### config.mk
export PLATFORM = sky130hd
export DESIGN_NAME = copy_dma_top
export DESIGN_NICKNAME = d
export VERILOG_FILES = /design/src/common/mem_pkg.sv /design/src/common/cfg_pkg.sv /design/src/rtl/apb_regs.sv /design/src/streamer/load_engine.sv /design/src/streamer/store_engine.sv /design/src/streamer/copy_fifo.sv /design/src/streamer/ls_mixer.sv /design/src/rtl/copy_dma_top.sv
export SDC_FILE = /design/constraint.sdc
export NUM_CORES = 1
export LEC_CHECK = 0
export BUFFER_PORTS_ARGS = -buffer_cell sky130_fd_sc_hd__clkbuf_2
export CORE_MARGIN = 2
export CORE_UTILIZATION = 59
export DETAILED_ROUTE_END_ITERATION = 6
export PLACE_DENSITY = 0.81
export SYNTH_ARGS = -nofsm -noshare
export SYNTH_HDL_FRONTEND = slang
export SYNTH_SLANG_ARGS = --single-unit
### constraint.sdc
create_clock -name clk_i -period 3.5 [get_ports clk_i]
set_input_delay 0 -clock clk_i [delete_from_list [all_inputs] [get_ports clk_i]]
set_output_delay 0 -clock clk_i [all_outputs]
set_load 0.01 [all_outputs]
### src/common/mem_pkg.sv
/* memory port types; word addressed in bytes, reads answer a fixed latency after grant
   and writes get no response */
package mem_pkg;

  typedef logic [31:0] addr_t;  // byte address
  typedef logic [31:0] data_t;
  typedef logic [3:0]  be_t;

  // wen high means read
  typedef struct packed {
    logic  req;
    logic  wen;
    addr_t add;
    be_t   be;
    data_t data;
  } mem_req_t;

  typedef struct packed {
    logic  gnt;
    logic  r_valid;
    data_t r_data;
  } mem_rsp_t;

  // cycles from a granted read to r_valid
  localparam int unsigned MEM_RD_LATENCY = 1;

endpackage

### src/common/cfg_pkg.sv
/* APB register map and copy configuration; FIFO_DEPTH must be a power of two */
package cfg_pkg;

  typedef logic [7:0]  apb_addr_t;
  typedef logic [31:0] apb_data_t;
  typedef logic [15:0] len_t;  // length in words

  typedef struct packed {
    logic      psel;
    logic      penable;
    logic      pwrite;
    apb_addr_t paddr;
    apb_data_t pwdata;
  } apb_req_t;

  typedef struct packed {
    apb_data_t prdata;
    logic      pready;
    logic      pslverr;
  } apb_rsp_t;

  typedef struct packed {
    mem_pkg::addr_t src_base;
    mem_pkg::addr_t dst_base;
    len_t           len;
  } cfg_t;

  localparam apb_addr_t REG_SRC    = 8'h00;
  localparam apb_addr_t REG_DST    = 8'h04;
  localparam apb_addr_t REG_LEN    = 8'h08;
  localparam apb_addr_t REG_CTRL   = 8'h0C;  // bit 0 start
  localparam apb_addr_t REG_STATUS = 8'h10;  // bit 0 busy, bit 1 done

  localparam int unsigned FIFO_DEPTH = 4;

  typedef logic [$clog2(FIFO_DEPTH+1)-1:0] fifo_cnt_t;
  typedef logic [$clog2(FIFO_DEPTH)-1:0]   fifo_ptr_t;

endpackage

### src/rtl/apb_regs.sv
/* zero wait state APB target; a start written while busy is dropped,
   done stays set until the next start */
`timescale 1ns/10ps

module apb_regs (
  input  logic              clk_i,
  input  logic              rst_ni,
  input  cfg_pkg::apb_req_t apb_req,
  output cfg_pkg::apb_rsp_t apb_rsp,
  output cfg_pkg::cfg_t     cfg,
  output logic              start,
  input  logic              copy_done,
  output logic              done
);
  import cfg_pkg::*;

  logic access;
  logic wr;
  logic valid_off;
  logic busy_q;
  logic done_q;
  logic start_q;
  cfg_t cfg_q;

  assign access = apb_req.psel & apb_req.penable;  // second phase
  assign wr     = access & apb_req.pwrite;

  always_comb begin
    valid_off = 1'b0;
    apb_rsp   = '0;
    case (apb_req.paddr)
      REG_SRC: begin
        valid_off      = 1'b1;
        apb_rsp.prdata = cfg_q.src_base;
      end
      REG_DST: begin
        valid_off      = 1'b1;
        apb_rsp.prdata = cfg_q.dst_base;
      end
      REG_LEN: begin
        valid_off      = 1'b1;
        apb_rsp.prdata = apb_data_t'(cfg_q.len);
      end
      REG_CTRL: valid_off = 1'b1;  // reads as zero
      REG_STATUS: begin
        valid_off      = 1'b1;
        apb_rsp.prdata = {30'b0, done_q, busy_q};
      end
      default: valid_off = 1'b0;
    endcase
    apb_rsp.pready  = 1'b1;
    // status is read only
    apb_rsp.pslverr = access & (~valid_off | (apb_req.pwrite & (apb_req.paddr == REG_STATUS)));
  end

  always_ff @(posedge clk_i or negedge rst_ni) begin
    if (!rst_ni) begin
      cfg_q   <= '0;
      start_q <= 1'b0;
      busy_q  <= 1'b0;
      done_q  <= 1'b0;
    end else begin
      if (wr && apb_req.paddr == REG_SRC) cfg_q.src_base <= apb_req.pwdata;
      if (wr && apb_req.paddr == REG_DST) cfg_q.dst_base <= apb_req.pwdata;
      if (wr && apb_req.paddr == REG_LEN) cfg_q.len <= apb_req.pwdata[15:0];
      start_q <= wr && apb_req.paddr == REG_CTRL && apb_req.pwdata[0] && !busy_q;
      if (start_q) begin
        busy_q <= 1'b1;
        done_q <= 1'b0;
      end else if (copy_done) begin
        busy_q <= 1'b0;
        done_q <= 1'b1;  // sticky
      end
    end
  end

  assign cfg   = cfg_q;
  assign start = start_q;
  assign done  = done_q;

endmodule

### src/streamer/load_engine.sv
/* reads len words from src_base upward; only issues a read when the FIFO has room
   for it counting the reads still in flight */
`timescale 1ns/10ps

module load_engine (
  input  logic               clk_i,
  input  logic               rst_ni,
  input  logic               start,
  input  cfg_pkg::cfg_t      cfg,
  output mem_pkg::mem_req_t  req,
  input  mem_pkg::mem_rsp_t  rsp,
  output logic               push,
  output mem_pkg::data_t     push_data,
  input  cfg_pkg::fifo_cnt_t fifo_count
);
  import mem_pkg::*;
  import cfg_pkg::*;

  typedef enum logic {IDLE, RUN} state_e;

  state_e                     state_q;
  addr_t                      addr_q;
  len_t                       left_q;      // reads not yet granted
  fifo_cnt_t                  inflight_q;  // granted, no r_valid yet
  logic [$bits(fifo_cnt_t):0] occupancy;
  logic                       granted;

  assign occupancy = fifo_count + inflight_q;

  always_comb begin
    req     = '0;
    req.req = (state_q == RUN) && (occupancy < FIFO_DEPTH);
    req.wen = 1'b1;  // read
    req.add = addr_q;
    req.be  = '1;
  end

  assign granted   = req.req & rsp.gnt;
  assign push      = rsp.r_valid;  // every response is ours
  assign push_data = rsp.r_data;

  always_ff @(posedge clk_i or negedge rst_ni) begin
    if (!rst_ni) begin
      state_q    <= IDLE;
      left_q     <= '0;
      inflight_q <= '0;
    end else begin
      case (state_q)
        IDLE: if (start && cfg.len != '0) begin
          state_q <= RUN;
          left_q  <= cfg.len;
        end
        RUN: if (granted) begin
          left_q <= left_q - 1'b1;
          if (left_q == len_t'(1)) state_q <= IDLE;  // last read issued
        end
        default: state_q <= IDLE;
      endcase
      case ({granted, rsp.r_valid})
        2'b10:   inflight_q <= inflight_q + 1'b1;
        2'b01:   inflight_q <= inflight_q - 1'b1;
        default: inflight_q <= inflight_q;
      endcase
    end
  end

  always_ff @(posedge clk_i) begin
    if (start) addr_q <= cfg.src_base;
    else if (granted) addr_q <= addr_q + addr_t'(4);
  end

endmodule

### src/streamer/store_engine.sv
/* writes the FIFO head to dst_base upward; copy_done pulses one cycle after the
   last granted write, or one cycle after start for a zero length */
`timescale 1ns/10ps

module store_engine (
  input  logic              clk_i,
  input  logic              rst_ni,
  input  logic              start,
  input  cfg_pkg::cfg_t     cfg,
  output mem_pkg::mem_req_t req,
  input  mem_pkg::mem_rsp_t rsp,
  output logic              pop,
  input  logic              empty,
  input  mem_pkg::data_t    pop_data,
  output logic              copy_done
);
  import mem_pkg::*;
  import cfg_pkg::*;

  typedef enum logic {IDLE, RUN} state_e;

  state_e state_q;
  addr_t  addr_q;
  len_t   left_q;  // writes still to go
  logic   done_q;
  logic   granted;

  // head stays put until popped, so the request fields hold under back-pressure
  always_comb begin
    req      = '0;
    req.req  = (state_q == RUN) && !empty;
    req.wen  = 1'b0;  // write
    req.add  = addr_q;
    req.be   = '1;
    req.data = pop_data;
  end

  assign granted = req.req & rsp.gnt;
  assign pop     = granted;

  always_ff @(posedge clk_i or negedge rst_ni) begin
    if (!rst_ni) begin
      state_q <= IDLE;
      left_q  <= '0;
      done_q  <= 1'b0;
    end else begin
      done_q <= (granted && left_q == len_t'(1)) || (start && cfg.len == '0);
      case (state_q)
        IDLE: if (start && cfg.len != '0) begin
          state_q <= RUN;
          left_q  <= cfg.len;
        end
        RUN: if (granted) begin
          left_q <= left_q - 1'b1;
          if (left_q == len_t'(1)) state_q <= IDLE;
        end
        default: state_q <= IDLE;
      endcase
    end
  end

  always_ff @(posedge clk_i) begin
    if (start) addr_q <= cfg.dst_base;
    else if (granted) addr_q <= addr_q + addr_t'(4);
  end

  assign copy_done = done_q;

endmodule

### src/streamer/copy_fifo.sv
/* fall-through register FIFO; no full flag, the writer must keep its own credit */
`timescale 1ns/10ps

module copy_fifo (
  input  logic               clk_i,
  input  logic               rst_ni,
  input  logic               push,
  input  mem_pkg::data_t     push_data,
  input  logic               pop,
  output mem_pkg::data_t     pop_data,
  output logic               empty,
  output cfg_pkg::fifo_cnt_t count
);
  import mem_pkg::*;
  import cfg_pkg::*;

  data_t     mem_q [FIFO_DEPTH];
  fifo_ptr_t wr_ptr_q;
  fifo_ptr_t rd_ptr_q;
  fifo_cnt_t count_q;

  always_ff @(posedge clk_i or negedge rst_ni) begin
    if (!rst_ni) begin
      wr_ptr_q <= '0;
      rd_ptr_q <= '0;
      count_q  <= '0;
    end else begin
      if (push) wr_ptr_q <= wr_ptr_q + 1'b1;  // wraps at the power of two
      if (pop) rd_ptr_q <= rd_ptr_q + 1'b1;
      case ({push, pop})
        2'b10:   count_q <= count_q + 1'b1;
        2'b01:   count_q <= count_q - 1'b1;
        default: count_q <= count_q;
      endcase
    end
  end

  always_ff @(posedge clk_i) begin
    if (push) mem_q[wr_ptr_q] <= push_data;
  end

  assign pop_data = mem_q[rd_ptr_q];  // head word
  assign empty    = (count_q == '0);
  assign count    = count_q;

endmodule

### src/streamer/ls_mixer.sv
/* two-way round-robin mixer onto one memory port; a valid read response is
   always taken as belonging to the load side */
`timescale 1ns/10ps

module ls_mixer (
  input  logic              clk_i,
  input  logic              rst_ni,
  input  mem_pkg::mem_req_t load_req,
  input  mem_pkg::mem_req_t store_req,
  output mem_pkg::mem_rsp_t load_rsp,
  output mem_pkg::mem_rsp_t store_rsp,
  output mem_pkg::mem_req_t mem_req,
  input  mem_pkg::mem_rsp_t mem_rsp
);

  logic rr_q;       // 1 favours the store side
  logic sel_store;  // current winner

  always_comb begin
    if (load_req.req && store_req.req) sel_store = rr_q;
    else sel_store = store_req.req;
  end

  assign mem_req = sel_store ? store_req : load_req;

  always_comb begin
    load_rsp      = '0;
    store_rsp     = '0;
    load_rsp.gnt  = mem_rsp.gnt & ~sel_store;  // only the winner sees gnt
    store_rsp.gnt = mem_rsp.gnt & sel_store;
    // writes get no response, so anything valid is a load
    if (mem_rsp.r_valid) begin
      load_rsp.r_valid = 1'b1;
      load_rsp.r_data  = mem_rsp.r_data;
    end
  end

  always_ff @(posedge clk_i or negedge rst_ni) begin
    if (!rst_ni) begin
      rr_q <= 1'b0;
    end else if (mem_req.req && mem_rsp.gnt) begin
      rr_q <= ~rr_q;  // flip after every granted cycle
    end
  end

endmodule

### src/rtl/copy_dma_top.sv
/* copy engine top; the memory behind mem_req/mem_rsp is external */
`timescale 1ns/10ps

module copy_dma_top (
  input  logic              clk_i,
  input  logic              rst_ni,
  input  cfg_pkg::apb_req_t apb_req,
  output cfg_pkg::apb_rsp_t apb_rsp,
  output mem_pkg::mem_req_t mem_req,
  input  mem_pkg::mem_rsp_t mem_rsp,
  output logic              done
);
  import mem_pkg::*;
  import cfg_pkg::*;

  cfg_t      cfg;
  logic      start;
  logic      copy_done;
  mem_req_t  load_req;
  mem_req_t  store_req;
  mem_rsp_t  load_rsp;
  mem_rsp_t  store_rsp;
  logic      push;
  data_t     push_data;
  logic      pop;
  data_t     pop_data;
  logic      empty;
  fifo_cnt_t fifo_count;

  apb_regs u_regs (
    .clk_i, .rst_ni, .apb_req, .apb_rsp, .cfg, .start, .copy_done, .done
  );

  load_engine u_load (
    .clk_i, .rst_ni, .start, .cfg,
    .req  (load_req),
    .rsp  (load_rsp),
    .push, .push_data, .fifo_count
  );

  copy_fifo u_fifo (
    .clk_i, .rst_ni, .push, .push_data, .pop, .pop_data, .empty,
    .count (fifo_count)
  );

  store_engine u_store (
    .clk_i, .rst_ni, .start, .cfg,
    .req  (store_req),
    .rsp  (store_rsp),
    .pop, .empty, .pop_data, .copy_done
  );

  ls_mixer u_mixer (
    .clk_i, .rst_ni, .load_req, .store_req, .load_rsp, .store_rsp, .mem_req, .mem_rsp
  );

endmodule

==> run metrics <==
status=complete, no violations; Die Ht=between 150 and 200 um; Starting DRT DRC Count=about 1300; cell repeated most along the worst path=nand2_1; EDFF count, synth=approximately 190; Die ar.=between 20000 and 30000 sq um; CP Max Fanout=32; H-tree levels=2; antenna violations before repair=0; dominant cell type by area after synthesis=edfxtp_1; # port buffers=approximately 180; CP bufs+invs=3; Storage cell area=about 9000 sq um; max-cap violations=0; GRT met2 Usage=0.490; Die X-Extent=about 170 um; WL final=approximately 40000 um; TritonCTS clock tree=built; Netlist cell types=69; Final setup viols=0; Top Usage Layer GRT=met2; Worst Tran Pin Value=1.24 ns; Ant. Diodes=0; most frequent cells in the layout=edfxtp_1 (192), nand2_1 (190), clkbuf_2 (177); register bit count reported by yosys=about 320; share of layout cells above drive strength 1=0.242; Root Driver=clkbuf_16; row count=just under 60; slew margin rel.=0.168; Syn Std Cell Area=between 15000 and 20000 sq um; Final period util=0.846; postcts setup bufs=0; Ys Warns=0; leak pwr=7.70 nW; HPWL Detailed=roughly 26000 um; Worst Setup Slack post-DPL=0.797 ns; met3 Use GR=0.0388; GP Congestion=0.917; Initial Util=0.602; Syn Inst Count=roughly 1300; worst min path class=in2reg; fmax=0.338 GHz; post-synth top area share=0.367; Nets=1649; startpoint types=flop; vias in the first global route=11600; post-route minimum period=~3 ns; Post-CTS Hold Fix Bufs=~70; Worst path top cell family by delay=buffers and inverters; Worst Skew=about 0.034 ns; pwr dens=~740 nW/um^2; Vias/cell=between 6 and 7; Final WS setup=roughly 0.54 ns; first-pass GRT wire length=approximately 63000 um; Final Hold Vio Count=0; multi-input logic area=roughly 6300 sq um; clk_lat worst skew=approximately 0.52 ns; area grow syn2layout=19.4%; crit-path max cell delay=0.41 ns; Crit Path Class=reg2out; Critical Path AT=2.96 ns; largest net degree at the start of global routing=69; ys async rst share=0.402; RSZ-0062 raised after global routing=false; critical path endpoint category=primary output; routing usage on met1=0.376; crit-path cells=ha_1, nor4b_4, a31oi_4, inv_2, buf_4, nand2_1, nand2_1, clkbuf_2; clock transition at the registers of the reported paths=~0.06 ns; Worst VDD drop=a little under 600 uV; CP required=approximately 3.5 ns; routed length per instance=~21 um; CTS buffer count=34; Ports=184; most common cell after layout, fill and taps aside=edfxtp_1; global router's overall resource usage=0.286; routed vias=11600; Synth area leaders=edfxtp_1 (37%), dfrtp_1 (21%), mux2_2 (6.0%), mux4_2 (4.6%), nand2_1 (4.5%); setup TNS=0 ns; grt total ovfl=0; post_cts resized=0; DR pass1 iterations=7; fillers=1764; sequential fraction of the synthesis area=0.573; ys flop type=edfxtp_1; CORE AREA=26100 sq um; Bufs on Longest Clock Path=3; post-route antenna net violation count=0; Max Slew Vio Count=0; CTS sink count=321; DR DRC count=0; syn_area_per_cell=about 12 sq um; CP max stage cell=dfrtp_1
==> sequential cells by signal (all words and copies together) (netlist names), 2 cells and up <==
register	count
u_fifo.count	3
u_fifo.mem_q	128
u_fifo.rd_ptr_q	2
u_fifo.wr_ptr_q	2
u_load.addr_q	32
u_load.inflight_q	3
u_load.left_q	16
u_regs.cfg	80
u_store.addr_q	32
u_store.left_q	16
==> Yosys cell counts, types with 3 or more instances <==
| cell type | n |
|---|---|
| o31ai_1 | 4 |
| nor2b_1 | 3 |
| or4_1 | 6 |
| nand4_1 | 26 |
| and4_1 | 4 |
| inv_1 | 24 |
| nor2_1 | 69 |
| nand2_1 | 190 |
| o22a_1 | 5 |
| xnor2_1 | 21 |
| a21oi_1 | 49 |
| xor2_1 | 47 |
| o32ai_1 | 3 |
| buf_2 | 7 |
| nand4b_1 | 4 |
| a211oi_1 | 3 |
| o21ai_0 | 71 |
| ha_1 | 14 |
| o22ai_1 | 7 |
| and2_1 | 78 |
| dfrtp_1 | 129 |
| a41oi_1 | 3 |
| nor4_1 | 6 |
| mux4_2 | 32 |
| a31oi_1 | 7 |
| nor3_1 | 15 |
| edfxtp_1 | 192 |
| a22o_1 | 16 |
| mux2i_1 | 20 |
| buf_4 | 5 |
| buf_1 | 10 |
| o21ai_1 | 12 |
| clkbuf_1 | 56 |
| nand3_1 | 33 |
| and3_1 | 16 |
| a22oi_1 | 3 |
| mux2_2 | 83 |
| nand2b_1 | 3 |
==> metal layers <==
metal,vias up,wire (um),part of all wire
li1,5241,-,-
met4,0,1410,0.035
met3,88,2180,0.054
met1,5797,16300,0.40
met2,452,20500,0.51
met5,-,0,0
==> per-stage QoR <==
step                      std cells  instance area [sq um]  hold slack (ns)  utilization  power, W
final                          1914                  18700            0.107        0.719    0.0138
after CTS                      1914                  18700           0.0848        0.719    0.0138
after global routing           1914                  18700            0.132        0.719    0.0145
after global placement         1784                  16900            0.126        0.650   0.00998
after detailed placement       1784                  16900            0.129        0.650    0.0101
after floorplan                1323                  15700           -0.296            -   0.00831
==> cell type report <==
cell class / instances / share of cell area
clock inverters: 11 / 0.00661
repair buffers: 275 / 0.0964
inverters: 25 / 0.00501
flip-flops and latches: 321 / 0.480
multi-input cells: 897 / 0.337
clock buffers: 50 / 0.0526
well taps: 335 / 0.0224
==> path summary, 6_finish.rpt <==
path	cells past startpoint	slack, ns	endpoint	start
setup / recovery	8	0.54	mem_req[52]	u_fifo.count[2]
hold / removal	3	0.11	u_fifo.wr_ptr_q[1]	mem_rsp[32]
setup reg to reg	11	0.80	u_fifo.count[2]	u_fifo.count[1]
hold reg to reg	1	0.49	u_mixer.rr_q	u_mixer.rr_q
max in group asynchronous	3	2.25	u_regs.start	rst_ni
min in group asynchronous	2	0.12	u_regs.cfg[43]	rst_ni
==> report_power, final <==
part / leakage [nW] / internal (W) / switching [W]
Clock: 0.539 / 0.00217 / 0.00142
Sequential: 3.48 / 0.00490 / 0.000657
Combinational: 3.68 / 0.00192 / 0.00274
==> worst register-to-register path, stage by stage, from the launching register on <==
cell     delay [ns]
dfrtp_1        0.39
ha_1           0.28
nand3_1        0.19
a311o_1        0.41
buf_4          0.17
inv_1          0.11
ha_1           0.20
inv_1          0.07
fa_1           0.37
xor2_1         0.15
nor2_1         0.11
xor2_1         0.16
==> cells by family (layout without fill, tap and decap cells) <==
logic type,Yosys count,count (layout),share of synthesized area
buf+inv,105,361,0.0278
xor+xnor,68,68,0.0379
mux,135,135,0.118
simple gates,466,466,0.145
fa+ha+maj,16,16,0.0137
other cells,1,5,0.000239
flops,321,321,0.573
compound gates,207,207,0.0839
Power figures use the tool's default switching activity.
